===== src/video_pixel_pkg.sv =====
// colour channel and rgb pixel types
// display mode encoding and mode controller FSM states
// note rectangle positions, sizes and colour
`default_nettype none

package video_pixel_pkg;

   ////////////////////////////////////////////////////////////////////////////
   // pixel colour
   ////////////////////////////////////////////////////////////////////////////

   // one 8-bit channel
   typedef logic [7:0] colour_t;

   typedef struct packed {
      colour_t red;
      colour_t green;
      colour_t blue;
   } rgb_t;

   ////////////////////////////////////////////////////////////////////////////
   // mode selection
   ////////////////////////////////////////////////////////////////////////////

   // 2'b11 is not named, it falls back to the note display
   typedef enum logic [1:0] {
      mode_notes  = 2'b00,
      mode_border = 2'b01,
      mode_bars   = 2'b10
   } display_mode_t;

   // mode controller states
   typedef enum logic {
      state_run     = 1'b0,
      state_pending = 1'b1
   } ctrl_state_t;

   ////////////////////////////////////////////////////////////////////////////
   // note rectangles, top left corner plus size
   ////////////////////////////////////////////////////////////////////////////
   localparam int note_a_x = 500;
   localparam int note_a_y = 500;
   localparam int note_a_w = 64;
   localparam int note_a_h = 24;

   localparam int note_b_x = 300;
   localparam int note_b_y = 300;
   localparam int note_b_w = 64;
   localparam int note_b_h = 40;

   localparam int note_c_x = 100;
   localparam int note_c_y = 100;
   localparam int note_c_w = 64;
   localparam int note_c_h = 64;

   // all three notes are drawn in white
   localparam rgb_t note_colour = '{red: 8'hff, green: 8'hff, blue: 8'hff};

endpackage

`default_nettype wire


===== src/video_timing_pkg.sv =====
// XVGA raster geometry, 1024 x 768 at 60 Hz
// coordinate types for the pixel counters
// packed pixel position and sync/blank bundle
`default_nettype none

package video_timing_pkg;

   ////////////////////////////////////////////////////////////////////////////
   // coordinate types
   ////////////////////////////////////////////////////////////////////////////

   // pixel number within a line, 0 to 1343
   typedef logic [10:0] h_count_t;
   // line number within a frame, 0 to 805
   typedef logic [9:0]  v_count_t;

   typedef struct packed {
      h_count_t hcount;
      v_count_t vcount;
   } pixel_pos_t;

   // both syncs are active low, blank is active high
   typedef struct packed {
      logic hsync;
      logic vsync;
      logic blank;
   } video_sync_t;

   ////////////////////////////////////////////////////////////////////////////
   // line timing, in pixels
   ////////////////////////////////////////////////////////////////////////////
   localparam h_count_t h_active     = 11'd1024;
   localparam h_count_t h_sync_start = 11'd1048;
   localparam h_count_t h_sync_end   = 11'd1184;
   localparam h_count_t h_total      = 11'd1344;

   // frame timing, in lines
   localparam v_count_t v_active     = 10'd768;
   localparam v_count_t v_sync_start = 10'd777;
   localparam v_count_t v_sync_end   = 10'd783;
   localparam v_count_t v_total      = 10'd806;

endpackage

`default_nettype wire


===== src/button_debounce.sv =====
// switch debouncer
// output follows the input once it has been stable for a settle period
`default_nettype none

module button_debounce #(
   parameter int SETTLE_COUNT = 16
) (
   input  logic clock,
   input  logic reset,
   input  logic noisy,
   output logic clean
);

   // counter must hold the value SETTLE_COUNT
   localparam int count_width = (SETTLE_COUNT > 0) ? $clog2(SETTLE_COUNT + 1) : 1;

   logic [count_width-1:0] count;
   // last value seen on the input
   logic                   sampled;

   always_ff @(posedge clock) begin
      if (reset) begin
         // start out agreeing with the pin, no settle wait
         sampled <= noisy;
         clean   <= noisy;
         count   <= '0;
      end else if (noisy != sampled) begin
         // any edge restarts the settle period
         sampled <= noisy;
         count   <= '0;
      end else if (count == count_width'(SETTLE_COUNT)) begin
         // stable long enough, pass it through
         // count stays parked here until the next edge
         clean <= sampled;
      end else begin
         count <= count + 1'b1;
      end
   end

endmodule

`default_nettype wire


===== src/display_mode_ctrl.sv =====
// display mode controller
// holds a new mode request until the frame ends so no frame is torn
`default_nettype none

module display_mode_ctrl (
   input  logic                          clock,
   input  logic                          reset,
   input  video_pixel_pkg::display_mode_t mode_request,
   input  logic                          frame_end,
   output video_pixel_pkg::display_mode_t mode
);

   import video_pixel_pkg::*;

   ctrl_state_t state;

   ////////////////////////////////////////////////////////////////////////////
   // two state FSM
   //
   // state_run      mode matches the request, nothing to do
   // state_pending  request differs, wait for the frame boundary
   ////////////////////////////////////////////////////////////////////////////
   always_ff @(posedge clock) begin
      if (reset) begin
         state <= state_run;
         mode  <= mode_notes;
      end else begin
         case (state)
            state_run: begin
               // new request from the debounced switches
               if (mode_request != mode) begin
                  state <= state_pending;
               end
            end

            state_pending: begin
               // take whatever the switches say at the boundary,
               // even if they went back to the current mode
               if (frame_end) begin
                  mode  <= mode_request;
                  state <= state_run;
               end
            end

            default: begin
               state <= state_run;
            end
         endcase
      end
   end

   // mode moves on the cycle after frame_end, i.e. on the
   // first pixel of the new frame

endmodule

`default_nettype wire


===== src/note_renderer.sv =====
// note display source
// tests the raster position against three fixed rectangles
// and registers the resulting colour
`default_nettype none

module note_renderer (
   input  logic                         clock,
   input  logic                         reset,
   input  video_timing_pkg::pixel_pos_t pos,
   output video_pixel_pkg::rgb_t        note_pixel
);

   import video_timing_pkg::*;
   import video_pixel_pkg::*;

   // rectangle hit flags for the current position
   logic in_a;
   logic in_b;
   logic in_c;
   rgb_t note_mix;

   // inside means x <= h < x + w and y <= v < y + h
   function automatic logic in_rect(
      input pixel_pos_t p,
      input int         x,
      input int         y,
      input int         w,
      input int         h
   );
      logic in_h;
      logic in_v;
      in_h = (int'(p.hcount) >= x) && (int'(p.hcount) < x + w);
      in_v = (int'(p.vcount) >= y) && (int'(p.vcount) < y + h);
      return in_h && in_v;
   endfunction

   always_comb begin
      in_a = in_rect(pos, note_a_x, note_a_y, note_a_w, note_a_h);
      in_b = in_rect(pos, note_b_x, note_b_y, note_b_w, note_b_h);
      in_c = in_rect(pos, note_c_x, note_c_y, note_c_w, note_c_h);

      // overlapping notes simply OR together
      note_mix = ({24{in_a}} & note_colour)
               | ({24{in_b}} & note_colour)
               | ({24{in_c}} & note_colour);
   end

   // one cycle from pos to note_pixel
   always_ff @(posedge clock) begin
      if (reset) begin
         note_pixel <= '0;
      end else begin
         note_pixel <= note_mix;
      end
   end

endmodule

`default_nettype wire


===== src/pattern_generator.sv =====
// border and colour bar sources
// mode select between notes, border and bars
// output pixel and sync register
`default_nettype none

module pattern_generator (
   input  logic                          clock,
   input  logic                          reset,
   input  video_timing_pkg::pixel_pos_t  pos,
   input  video_timing_pkg::video_sync_t sync,
   input  video_pixel_pkg::rgb_t         note_pixel,
   input  video_pixel_pkg::display_mode_t mode,
   output video_pixel_pkg::rgb_t         pixel,
   output video_timing_pkg::video_sync_t sync_out
);

   import video_timing_pkg::*;
   import video_pixel_pkg::*;

   // stage 1, aligned with note_pixel
   pixel_pos_t    pos_d;
   video_sync_t   sync_d;
   display_mode_t mode_d;

   logic on_border;
   rgb_t border_pixel;
   rgb_t bar_pixel;
   rgb_t selected;

   ////////////////////////////////////////////////////////////////////////////
   // stage 1 delay
   // mode travels with pos so a frame never mixes two modes
   ////////////////////////////////////////////////////////////////////////////
   always_ff @(posedge clock) begin
      pos_d <= pos;
      if (reset) begin
         sync_d <= '{hsync: 1'b1, vsync: 1'b1, blank: 1'b0};
         mode_d <= mode_notes;
      end else begin
         sync_d <= sync;
         mode_d <= mode;
      end
   end

   ////////////////////////////////////////////////////////////////////////////
   // pixel sources and select
   ////////////////////////////////////////////////////////////////////////////
   always_comb begin
      // one pixel outline of the visible area
      on_border = (pos_d.hcount == 11'd0) || (pos_d.hcount == h_active - 1'b1)
               || (pos_d.vcount == 10'd0) || (pos_d.vcount == v_active - 1'b1);
      border_pixel = {24{on_border}};

      // eight bars, 256 pixels wide per red step
      bar_pixel.red   = {8{pos_d.hcount[8]}};
      bar_pixel.green = {8{pos_d.hcount[7]}};
      bar_pixel.blue  = {8{pos_d.hcount[6]}};

      case (mode_d)
         mode_border: selected = border_pixel;
         mode_bars:   selected = bar_pixel;
         // notes, and the unused code 2'b11
         default:     selected = note_pixel;
      endcase
   end

   // stage 2, two cycles after pos and sync
   always_ff @(posedge clock) begin
      if (reset) begin
         pixel    <= '0;
         sync_out <= '{hsync: 1'b1, vsync: 1'b1, blank: 1'b0};
      end else begin
         pixel    <= selected;
         sync_out <= sync_d;
      end
   end

endmodule

`default_nettype wire


===== src/video_test_top.sv =====
// XVGA test pattern generator top level
// switch debouncers, raster timing, mode controller and pixel datapath
`default_nettype none

module video_test_top #(
   parameter int SETTLE_COUNT = 16
) (
   input  logic                           clock,
   input  logic                           reset,
   input  logic [1:0]                     mode_switch,
   output video_pixel_pkg::rgb_t          pixel,
   output video_timing_pkg::video_sync_t  sync,
   output video_pixel_pkg::display_mode_t mode_led
);

   import video_timing_pkg::*;
   import video_pixel_pkg::*;

   logic [1:0]    debounced;
   display_mode_t mode_request;
   pixel_pos_t    pos;
   video_sync_t   raw_sync;
   logic          frame_end;
   rgb_t          note_pixel;

   ////////////////////////////////////////////////////////////////////////////
   // mode switches
   ////////////////////////////////////////////////////////////////////////////
   for (genvar i = 0; i < 2; i++) begin : g_debounce
      button_debounce #(
         .SETTLE_COUNT (SETTLE_COUNT)
      ) u_debounce (
         .clock (clock),
         .reset (reset),
         .noisy (mode_switch[i]),
         .clean (debounced[i])
      );
   end

   // switch code maps straight onto the mode encoding
   assign mode_request = display_mode_t'(debounced);

   display_mode_ctrl u_mode_ctrl (
      .clock        (clock),
      .reset        (reset),
      .mode_request (mode_request),
      .frame_end    (frame_end),
      .mode         (mode_led)
   );

   ////////////////////////////////////////////////////////////////////////////
   // video datapath, pixel and sync two cycles behind the counters
   ////////////////////////////////////////////////////////////////////////////
   xvga_timing u_timing (
      .clock     (clock),
      .reset     (reset),
      .pos       (pos),
      .sync      (raw_sync),
      .frame_end (frame_end)
   );

   note_renderer u_notes (
      .clock      (clock),
      .reset      (reset),
      .pos        (pos),
      .note_pixel (note_pixel)
   );

   pattern_generator u_pattern (
      .clock      (clock),
      .reset      (reset),
      .pos        (pos),
      .sync       (raw_sync),
      .note_pixel (note_pixel),
      .mode       (mode_led),
      .pixel      (pixel),
      .sync_out   (sync)
   );

endmodule

`default_nettype wire


===== src/xvga_timing.sv =====
// XVGA raster counters
// registered hsync, vsync and blank decoded from the package geometry
// single cycle pulse on the last pixel of each frame
`default_nettype none

module xvga_timing (
   input  logic                       clock,
   input  logic                       reset,
   output video_timing_pkg::pixel_pos_t  pos,
   output video_timing_pkg::video_sync_t sync,
   output logic                       frame_end
);

   import video_timing_pkg::*;

   // next raster position, decoded before it is registered
   h_count_t h_next;
   v_count_t v_next;
   logic     h_wrap;
   logic     v_wrap;

   ////////////////////////////////////////////////////////////////////////////
   // next position
   ////////////////////////////////////////////////////////////////////////////
   always_comb begin
      h_wrap = (pos.hcount == h_total - 1'b1);
      v_wrap = (pos.vcount == v_total - 1'b1);

      // pixel counter runs every cycle
      h_next = h_wrap ? '0 : pos.hcount + 1'b1;

      // line counter steps only at end of line
      v_next = pos.vcount;
      if (h_wrap) begin
         v_next = v_wrap ? '0 : pos.vcount + 1'b1;
      end
   end

   ////////////////////////////////////////////////////////////////////////////
   // counters and sync register
   // sync and blank are decoded from the next position so they
   // line up with pos on the same clock edge
   ////////////////////////////////////////////////////////////////////////////
   always_ff @(posedge clock) begin
      if (reset) begin
         pos.hcount <= '0;
         pos.vcount <= '0;
         // top left pixel is active video, syncs idle
         sync.hsync <= 1'b1;
         sync.vsync <= 1'b1;
         sync.blank <= 1'b0;
         frame_end  <= 1'b0;
      end else begin
         pos.hcount <= h_next;
         pos.vcount <= v_next;

         // active low sync pulses
         sync.hsync <= !((h_next >= h_sync_start) && (h_next < h_sync_end));
         sync.vsync <= !((v_next >= v_sync_start) && (v_next < v_sync_end));

         // outside the visible 1024 x 768 window
         sync.blank <= (h_next >= h_active) || (v_next >= v_active);

         // high while pos sits on pixel (1343, 805)
         frame_end  <= (h_next == h_total - 1'b1) && (v_next == v_total - 1'b1);
      end
   end

endmodule

`default_nettype wire

===== config.mk =====
export PLATFORM = sky130hd
export DESIGN_NAME = video_test_top
export DESIGN_NICKNAME = d
export VERILOG_FILES = /design/src/video_pixel_pkg.sv /design/src/video_timing_pkg.sv /design/src/button_debounce.sv /design/src/display_mode_ctrl.sv /design/src/note_renderer.sv /design/src/pattern_generator.sv /design/src/video_test_top.sv /design/src/xvga_timing.sv
export SDC_FILE = /design/constraint.sdc
export NUM_CORES = 1
export LEC_CHECK = 0
export ABC_AREA = 1
export BUFFER_PORTS_ARGS = -buffer_cell sky130_fd_sc_hd__clkbuf_2
export CAP_MARGIN = 15
export CORE_ASPECT_RATIO = 0.5
export CORE_MARGIN = 3
export CORE_UTILIZATION = 50
export CTS_BUF_LIST = sky130_fd_sc_hd__clkbuf_4 sky130_fd_sc_hd__clkbuf_8 sky130_fd_sc_hd__clkbuf_16
export CTS_CLUSTER_SIZE = 25
export DETAILED_ROUTE_END_ITERATION = 8
export PLACE_DENSITY = 0.69
export SLEW_MARGIN = 20
export SYNTH_ARGS = -nofsm -noshare
export SYNTH_HDL_FRONTEND = slang
export SYNTH_SLANG_ARGS = --single-unit

===== constraint.sdc =====
create_clock -name clock -period 3.9 [get_ports clock]
set_input_delay 0.39 -clock clock [delete_from_list [all_inputs] [get_ports clock]]
set_output_delay 0.39 -clock clock [all_outputs]
set_load 0.05 [all_outputs]

==> metrics.md, run 1 <==
| Metric | Value |
|---|---|
| FF-to-FF Start | `u_timing.pos[11]` |
| Max_slew headroom | `55.2%` |
| Share of layout cells above drive strength 1 | `16.2%` |
| Worst-path clk slew | `0.06 ns` |
| GRT Total Usage | `18.3%` |
| Total gr overflow | `0` |
| Sequential power share | `47.4%` |
| R2R depth | `10` |
| Worst endpoint data arrival time | `2.15 ns` |
| Worst Hold Class | `primary input to flop` |
| Startpoint type of the worst setup path | `flop` |
| Crit. End Element | `flop` |
| Endpoints failing setup | `0` |
| Maximum fanout along the worst path | `10` |
| Die area | `0.00851 mm^2` |
| IO Count | `33` |
| CTS tree | `done` |
| Slew @ Worst Pin | `0.667 ns` |
| Setup crit start | `u_timing.pos[11]` |
| Total Wirelength | `7.13 mm` |
| First-pass GRT wire length | `12.1 mm` |
| Sw Share | `19.5%` |
| PortBufs | `32` |
| Crit Path Class | `flop to flop` |
| Skew final | `0.00657 ns` |
| Syn_nets | `510` |
| Peak Freq | `518 MHz` |
| Initial antenna violation count | `0` |
| P_leak | `1.81 nW` |
| Internal power | `1.35 mW` |
| Buffer depth of the longest clock path | `2` |
| Drt drc | `0` |
| Via count | `2967` |
| P per Cell Area | `416 mW/mm^2` |
| Antenna cells | `0` |
| Area Overhead vs Synth | `9.67%` |
| WP data required | `4.12 ns` |
| Initial core utilization | `53.4%` |
| Routed WL per cell | `11.8 um` |
| Setup Fix Bufs, Post-CTS | `0` |
| Fin. Hold Viols | `0` |
| Crit Reg-Reg Endpoint | `u_timing.sync[1]` |
| Distinct cells, synth | `37` |
| CP endpoint | `u_timing.sync[1]` |
| DRT iter0 DRCs | `230` |
| Via density | `4.92` |
| YS warnings | `0` |
| Clk sinks | `75` |
| Final Slew Violations | `0` |
| H-tree Lvls | `3` |
| CTS root buf | `clkbuf_16` |
| Core Area | `0.00691 mm^2` |
| Max rail drop VDD | `0.000296 V` |
| Clk_lat worst skew | `0.33 ns` |
| Fin crit share | `49.5%` |
| Final hold slack | `0.281 ns` |
| Hold buffers post-CTS | `0` |
| Clock share of power | `49.9%` |
| Die W | `127 um` |
| Fillers | `642` |
| Unrepaired setup endpoints after global routing | `no` |
| Drt pass-1 iters | `4` |
| Tmin final | `1.93 ns` |
| CTS resizes | `0` |
| Final #Nets | `522` |
| Status | `finished, final reports clean` |
| Vias in the first global route | `2566` |
| Switching pwr | `0.329 mW` |
| Synthesized flop and latch total | `75` |
| Combinational share of power | `2.7%` |
| Reg2Reg Setup Slack | `1.97 ns` |
| Max-cap violation count | `0` |
| Num CTS Buffers | `9` |
| Site row count | `21` |
| Die height | `66.7 um` |
| Post-Syn Instances | `494` |
| Post-synthesis cell area | `0.00369 mm^2` |
| Pin count of the biggest net entering global routing | `34` |
| Final ANT Viol Nets | `0` |
| DP HPWL | `5.23 mm` |
| Gpl congestion | `0.896` |
| Setup_tns | `0 ns` |
| Sequential-to-total area share from yosys stat | `41.8%` |
| Avg Cell Area, Syn | `7.47 um^2` |
==> registers in the layout (all words and copies together) (netlist names) <==
| signal | flops |
|---|---|
| g_debounce.u_debounce.clean | 2 |
| u_timing.pos | 21 |
| u_mode_ctrl.mode | 2 |
| u_pattern.sync_d | 3 |
| g_debounce.u_debounce.count | 10 |
| u_mode_ctrl.state | 1 |
| u_pattern.pos_d | 18 |
| u_notes.note_pixel | 1 |
| g_debounce.u_debounce.sampled | 2 |
| u_timing.frame_end | 1 |
| u_pattern.mode_d | 2 |
| u_pattern.sync_out | 3 |
| u_pattern.pixel | 3 |
| u_timing.sync | 3 |
| u_pattern.bar_pixel | 3 |
==> worst max-delay path: stages, from the launching register on <==
cell     delay (ns)
dfxtp_1        0.38
ha_1           0.23
nand3_1        0.15
nor2_4         0.21
nand2_4        0.14
nand2_1        0.10
nand2_1        0.07
nor2_2         0.24
nand2_1        0.12
nor2_1         0.10
nand3_1        0.08
==> power groups by stage <==
stage	Clock, mW	Sequential (mW)	Combinational (mW)
CTS	0.858	0.798	0.0464
detailed placement	0	0.814	0.0462
floorplan	0	0.812	0.0364
global placement	0	0.814	0.0450
finish	0.840	0.798	0.0459
global route	0.895	0.799	0.0531
==> routing by layer <==
layer | vias to the layer above | global-route usage (%) | share of wire [%] | routed length, um
met5 | - | 0 | 0 | 0
met1 | 1322 | 24.7 | 52 | 3670
met3 | 7 | 7.53 | 7.7 | 549
met2 | 74 | 27.6 | 40 | 2840
li1 | 1564 | - | - | -
met4 | 0 | 4.01 | 0.91 | 65
==> synth_stat cells <==
master / n / share of area (%)
a211oi_1: 2 / 0.41
a21oi_1: 13 / 1.8
a221oi_1: 1 / 0.24
buf_12: 1 / 0.54
buf_2: 1 / 0.14
buf_4: 23 / 4.7
buf_6: 1 / 0.31
clkbuf_1: 4 / 0.41
clkbuf_2: 1 / 0.14
dfxtp_1: 71 / 39
edfxtp_1: 4 / 3.3
ha_1: 12 / 4.1
inv_1: 53 / 5.4
inv_2: 4 / 0.41
nand2_1: 117 / 12
nand2_2: 6 / 1.0
nand2_4: 3 / 0.92
nand3_1: 44 / 6.0
nand3_2: 1 / 0.27
nand3_4: 1 / 0.47
nand3b_1: 2 / 0.41
nand4_1: 9 / 1.5
nor2_1: 60 / 6.1
nor2_2: 5 / 0.85
nor2_4: 5 / 1.5
nor2_8: 1 / 0.54
nor3_1: 11 / 1.5
nor3_2: 1 / 0.27
nor3b_1: 1 / 0.20
nor4_1: 2 / 0.34
o21ai_0: 13 / 1.8
o21ai_1: 2 / 0.27
o21bai_1: 1 / 0.20
o22ai_1: 1 / 0.17
or2_2: 8 / 1.4
xnor2_1: 4 / 0.95
xor2_1: 5 / 1.2
==> worst min path at each step <==
stage | from | to | slack (ns) | depth (start not counted)
floorplan | u_timing.pos[3] | u_pattern.pos_d[3] | 0.33 | 0
global placement | u_timing.sync[0] | u_pattern.sync_d[0] | 0.39 | 2
detailed placement | u_pattern.sync_d[2] | u_pattern.sync_out[2] | 0.40 | 1
CTS | mode_switch[1] | g_debounce[1].u_debounce.sampled | 0.27 | 1
global route | mode_switch[0] | g_debounce[0].u_debounce.sampled | 0.27 | 1
finish | mode_switch[0] | g_debounce[0].u_debounce.sampled | 0.28 | 1
==> cells by family (layout without fill, tap and decap cells) <==
| group | after synthesis | after routing | synth area share (%) |
|---|---|---|---|
| and+or+nand+nor | 277 | 277 | 35.2 |
| DFF | 75 | 75 | 41.8 |
| xor gates and xnor gates | 9 | 9 | 2.14 |
| AOI/OAI and AO/OA | 33 | 33 | 4.82 |
| adders and majority gates | 12 | 12 | 4.07 |
| buffers and inverters | 88 | 105 | 12.0 |
==> final cells by class <==
type / count / area, um^2 / area share, %
clock buffers: 14 / 275 / 6.80
clock inverters: 2 / 35.0 / 0.866
inverters: 57 / 214 / 5.29
multi-input cells: 331 / 1700 / 42.1
flip-flops and latches: 75 / 1540 / 38.1
well taps: 92 / 115 / 2.85
repair buffers: 32 / 160 / 3.96
==> per-stage QoR <==
step / util [%] / instances / setup slack (ns) / total power [mW] / area (um^2)
2_1_floorplan: - / 494 / 2.29 / 0.848 / 3690
3_3_place_gp: 54.0 / 587 / 1.91 / 0.859 / 3730
3_5_place_dp: 54.0 / 587 / 1.83 / 0.861 / 3730
4_1_cts: 58.5 / 603 / 1.97 / 1.70 / 4050
5_1_grt: 58.5 / 603 / 1.80 / 1.75 / 4050
6_report: 58.5 / 603 / 1.97 / 1.68 / 4050
==> cell usage in the layout, fill, tap and decap left out, types with 2 or more instances in the layout <==
master / n
nand2_1: 117
dfxtp_1: 71
nor2_1: 60
inv_1: 53
nand3_1: 44
clkbuf_2: 32
o21ai_0: 13
a21oi_1: 13
ha_1: 12
nor3_1: 11
nand4_1: 9
clkbuf_16: 9
or2_2: 8
nand2_2: 6
nor2_4: 5
nor2_2: 5
xor2_1: 5
xnor2_1: 4
inv_2: 4
edfxtp_1: 4
nand2_4: 3
clkbuf_4: 3
o21ai_1: 2
nand3b_1: 2
nor4_1: 2
a211oi_1: 2
clkbuf_8: 2
Note: power is estimated with default switching activity, not from simulation.
==> run 2: changes to the inputs <==
==> constraint.sdc (replaced) <==
create_clock -name clock -period 2 [get_ports clock]
set_input_delay 0.2 -clock clock [delete_from_list [all_inputs] [get_ports clock]]
set_output_delay 0.2 -clock clock [all_outputs]
set_load 0.05 [all_outputs]
==> run 2 against run 1 <==
Net effect:
- final area rose by 4.0%
- hold slack got worse by 0.19 ns
- total power rose by 100%
- setup slack got worse by 1.8 ns
- die area did not move
- fmax rose by 3.9%
- utilization rose by 2.3 points
- sequential share of layout area fell by 1.4 points
- critical path type unchanged
==> metrics.md, run 2 (synthesized netlist as in run 1, its figures left out) <==
| Metric | Value |
|---|---|
| Site row count | `21 (unchanged)` |
| Buffer depth of the longest clock path | `2 (unchanged)` |
| Most common cell after layout, fill and taps aside | `nand2_1` |
| Grt met1 use | `27.4% (+2.7 points)` |
| Final Slew Violations | `0 (unchanged)` |
| IO Count | `33 (unchanged)` |
| Crit Reg-Reg Endpoint | `u_timing.sync[0]` |
| Util after Layout | `60.9% (+2.3 points)` |
| Hold Path Depth | `1 (unchanged)` |
| Met3 global-route usage | `5.76% (-1.8 points)` |
| Core Area | `0.00691 mm^2 (unchanged)` |
| GRT Total Usage | `20.1% (+1.7 points)` |
| Via density | `5.08 (+3.2%)` |
| FF-to-FF Start | `u_timing.pos[11]` |
| Largest register FFs | `21 (unchanged)` |
| Die area | `0.00851 mm^2 (unchanged)` |
| Fin. Hold Viols | `0 (unchanged)` |
| Die W | `127 um (unchanged)` |
| Unrepaired setup endpoints after global routing | `no` |
| Max-cap violation count | `0 (unchanged)` |
| Max_slew headroom | `75.9% (+21 points)` |
| Worst Hold Class | `primary input to flop` |
| Die height | `66.7 um (unchanged)` |
| Share of layout cells above drive strength 1 | `19.3% (+3.1 points)` |
| Crit. End Element | `flop` |
| WP data required | `2.18 ns (-1.94 ns)` |
| Worst Setup Slack, final | `0.143 ns (-1.83 ns)` |
| Vias in the first global route | `2806 (+9.4%)` |
| Antenna cells | `0 (unchanged)` |
| Biggest register | `u_timing.pos` |
| Num CTS Buffers | `9 (unchanged)` |
| Tmin final | `1.86 ns (-0.0727 ns)` |
| Total gr overflow | `0 (unchanged)` |
| Crit Path Class | `flop to flop` |
| Worst endpoint data arrival time | `2.03 ns (-0.12 ns)` |
| Top Usage Layer GRT | `met2` |
| Clk_lat worst skew | `0.33 ns (about the same)` |
| Pwr Total | `3.36 mW (+100%)` |
| Drt drc | `0 (unchanged)` |
| Area Overhead vs Synth | `14.0%` |
| Final ANT Viol Nets | `0 (unchanged)` |
| Routed WL per cell | `13.0 um (+9.6%)` |
| PortBufs | `32 (unchanged)` |
| Max rail drop VDD | `0.000484 V (+63%)` |
| Worst-path clk slew | `0.06 ns (about the same)` |
| Reg2Reg Setup Slack | `0.14 ns (-1.83 ns)` |
| Placed cell area | `0.00382 mm^2 (+2.2%)` |
| R2R depth | `11 (+1)` |
| Total Wirelength | `8.03 mm (+13%)` |
| CTS root buf | `clkbuf_16` |
| Initial antenna violation count | `0 (unchanged)` |
| DP HPWL | `5.87 mm (+12%)` |
| Via count | `3148 (+6.1%)` |
| H-tree Lvls | `3 (unchanged)` |
| Endpoints failing setup | `0 (unchanged)` |
| Initial core utilization | `53.4% (unchanged)` |
| Fin crit share | `92.8% (+43 points)` |
| Clk sinks | `75 (unchanged)` |
| Hold_sp | `mode_switch[0]` |
| GRT met2 Usage | `30.5% (+2.9 points)` |
| Status | `finished, final reports clean` |
| Maximum fanout along the worst path | `9 (-1)` |
| Gpl congestion | `0.909 (+1.4%)` |
| Startpoint type of the worst setup path | `flop` |
| CTS tree | `done` |
| Slew @ Worst Pin | `0.361 ns (-0.306 ns)` |
| Top Registers | `u_timing.pos (21), u_pattern.pos_d (18), g_debounce.u_debounce.count (10)` |
| Skew final | `0.00454 ns (-0.00203 ns)` |
| Peak Freq | `539 MHz (+3.9%)` |
| Drt pass-1 iters | `5 (+1)` |
| First-pass GRT wire length | `13.3 mm (+10%)` |
| Commonest non-fill, non-tap cells in the layout | `nand2_1, dfxtp_1, nor2_1, inv_1, nand3_1` |
| Pre-CTS setup slack | `0.0963 ns (-1.73 ns)` |
| P per Cell Area | `800 mW/mm^2 (+92%)` |
| Pin count of the biggest net entering global routing | `33 (-2.9%)` |
| Hold EP | `g_debounce[0].u_debounce.sampled` |
| Final #Nets | `539 (+3.3%)` |
| P_leak | `1.91 nW (+5.4%)` |
| Hold buffers post-CTS | `0 (unchanged)` |
| DRT iter0 DRCs | `186 (-19%)` |
| Post-layout instance area | `0.00421 mm^2 (+4.0%)` |
| Setup_tns | `0 ns (unchanged)` |
## run 2: cell count changes in the layout (fill, tap and decap cells not counted), sizes merged
cell | before | now
buf | 0 | 17
clkbuf | 46 | 45
clkinvlp | 0 | 1
## run 2: worst max-delay path by stage
stage	start	end	cells after the start
after floorplan	u_timing.pos[11]	u_timing.sync[1]	12
after global placement	u_timing.pos[11]	u_timing.sync[0]	10
after detailed placement	u_timing.pos[11]	u_timing.sync[1]	12
after CTS	u_timing.pos[11]	u_timing.sync[1]	12
after global routing	u_timing.pos[0]	u_timing.sync[1]	10
final	u_timing.pos[11]	u_timing.sync[0]	11
## run 2: area by class of cell
cell class / instances / area, um^2
Tap cell: 92 / 115
Sequential cell: 75 / 1540
Clock inverter: 3 / 42.5
Inverter: 57 / 214
Multi-Input combinational cell: 331 / 1700
Clock buffer: 13 / 285
Timing Repair Buffer: 49 / 300
Fill cell: 646 / 2710
## run 2: worst max-delay path, stage by stage (launching register included)
cell and delay, ns:
dfxtp_2 0.37, ha_1 0.23, nand2_2 0.10, nor2_4 0.11, nand2_4 0.08, nor2_8 0.15, buf_12 0.14, nand2_1 0.11
nand3_1 0.16, nor2_2 0.07, nand2_1 0.06, o21ai_0 0.12
## run 2: timing repair
item	in CTS	in global routing
endpoints found under the hold margin	0	0
setup endpoints to repair	0	3
buffers inserted	0	6
resized for setup	0	2
## run 2: metal layers
| layer | wire (um) | share of wire [%] | up-vias |
|---|---|---|---|
| li1 | - | - | 1599 |
| met1 | 4060 | 51 | 1424 |
| met2 | 3270 | 41 | 115 |
| met3 | 586 | 7.3 | 10 |
| met4 | 110 | 1.4 | 0 |
| met5 | 0 | 0 | - |
## run 2: power by group
part | total [mW] | switching [mW] | leakage, nW | internal [mW]
logic | 0.0939 | 0.0588 | 1.13 | 0.0351
registers | 1.56 | 0.0219 | 0.615 | 1.54
clock network | 1.71 | 0.590 | 0.160 | 1.12
## run 2: stage by stage
step,cells,hold WS (ns)
4_1_cts,614,0.0825
3_5_place_dp,598,0.395
3_3_place_gp,598,0.388
6_report,620,0.0954
5_1_grt,620,0.0843
2_1_floorplan,494,0.299
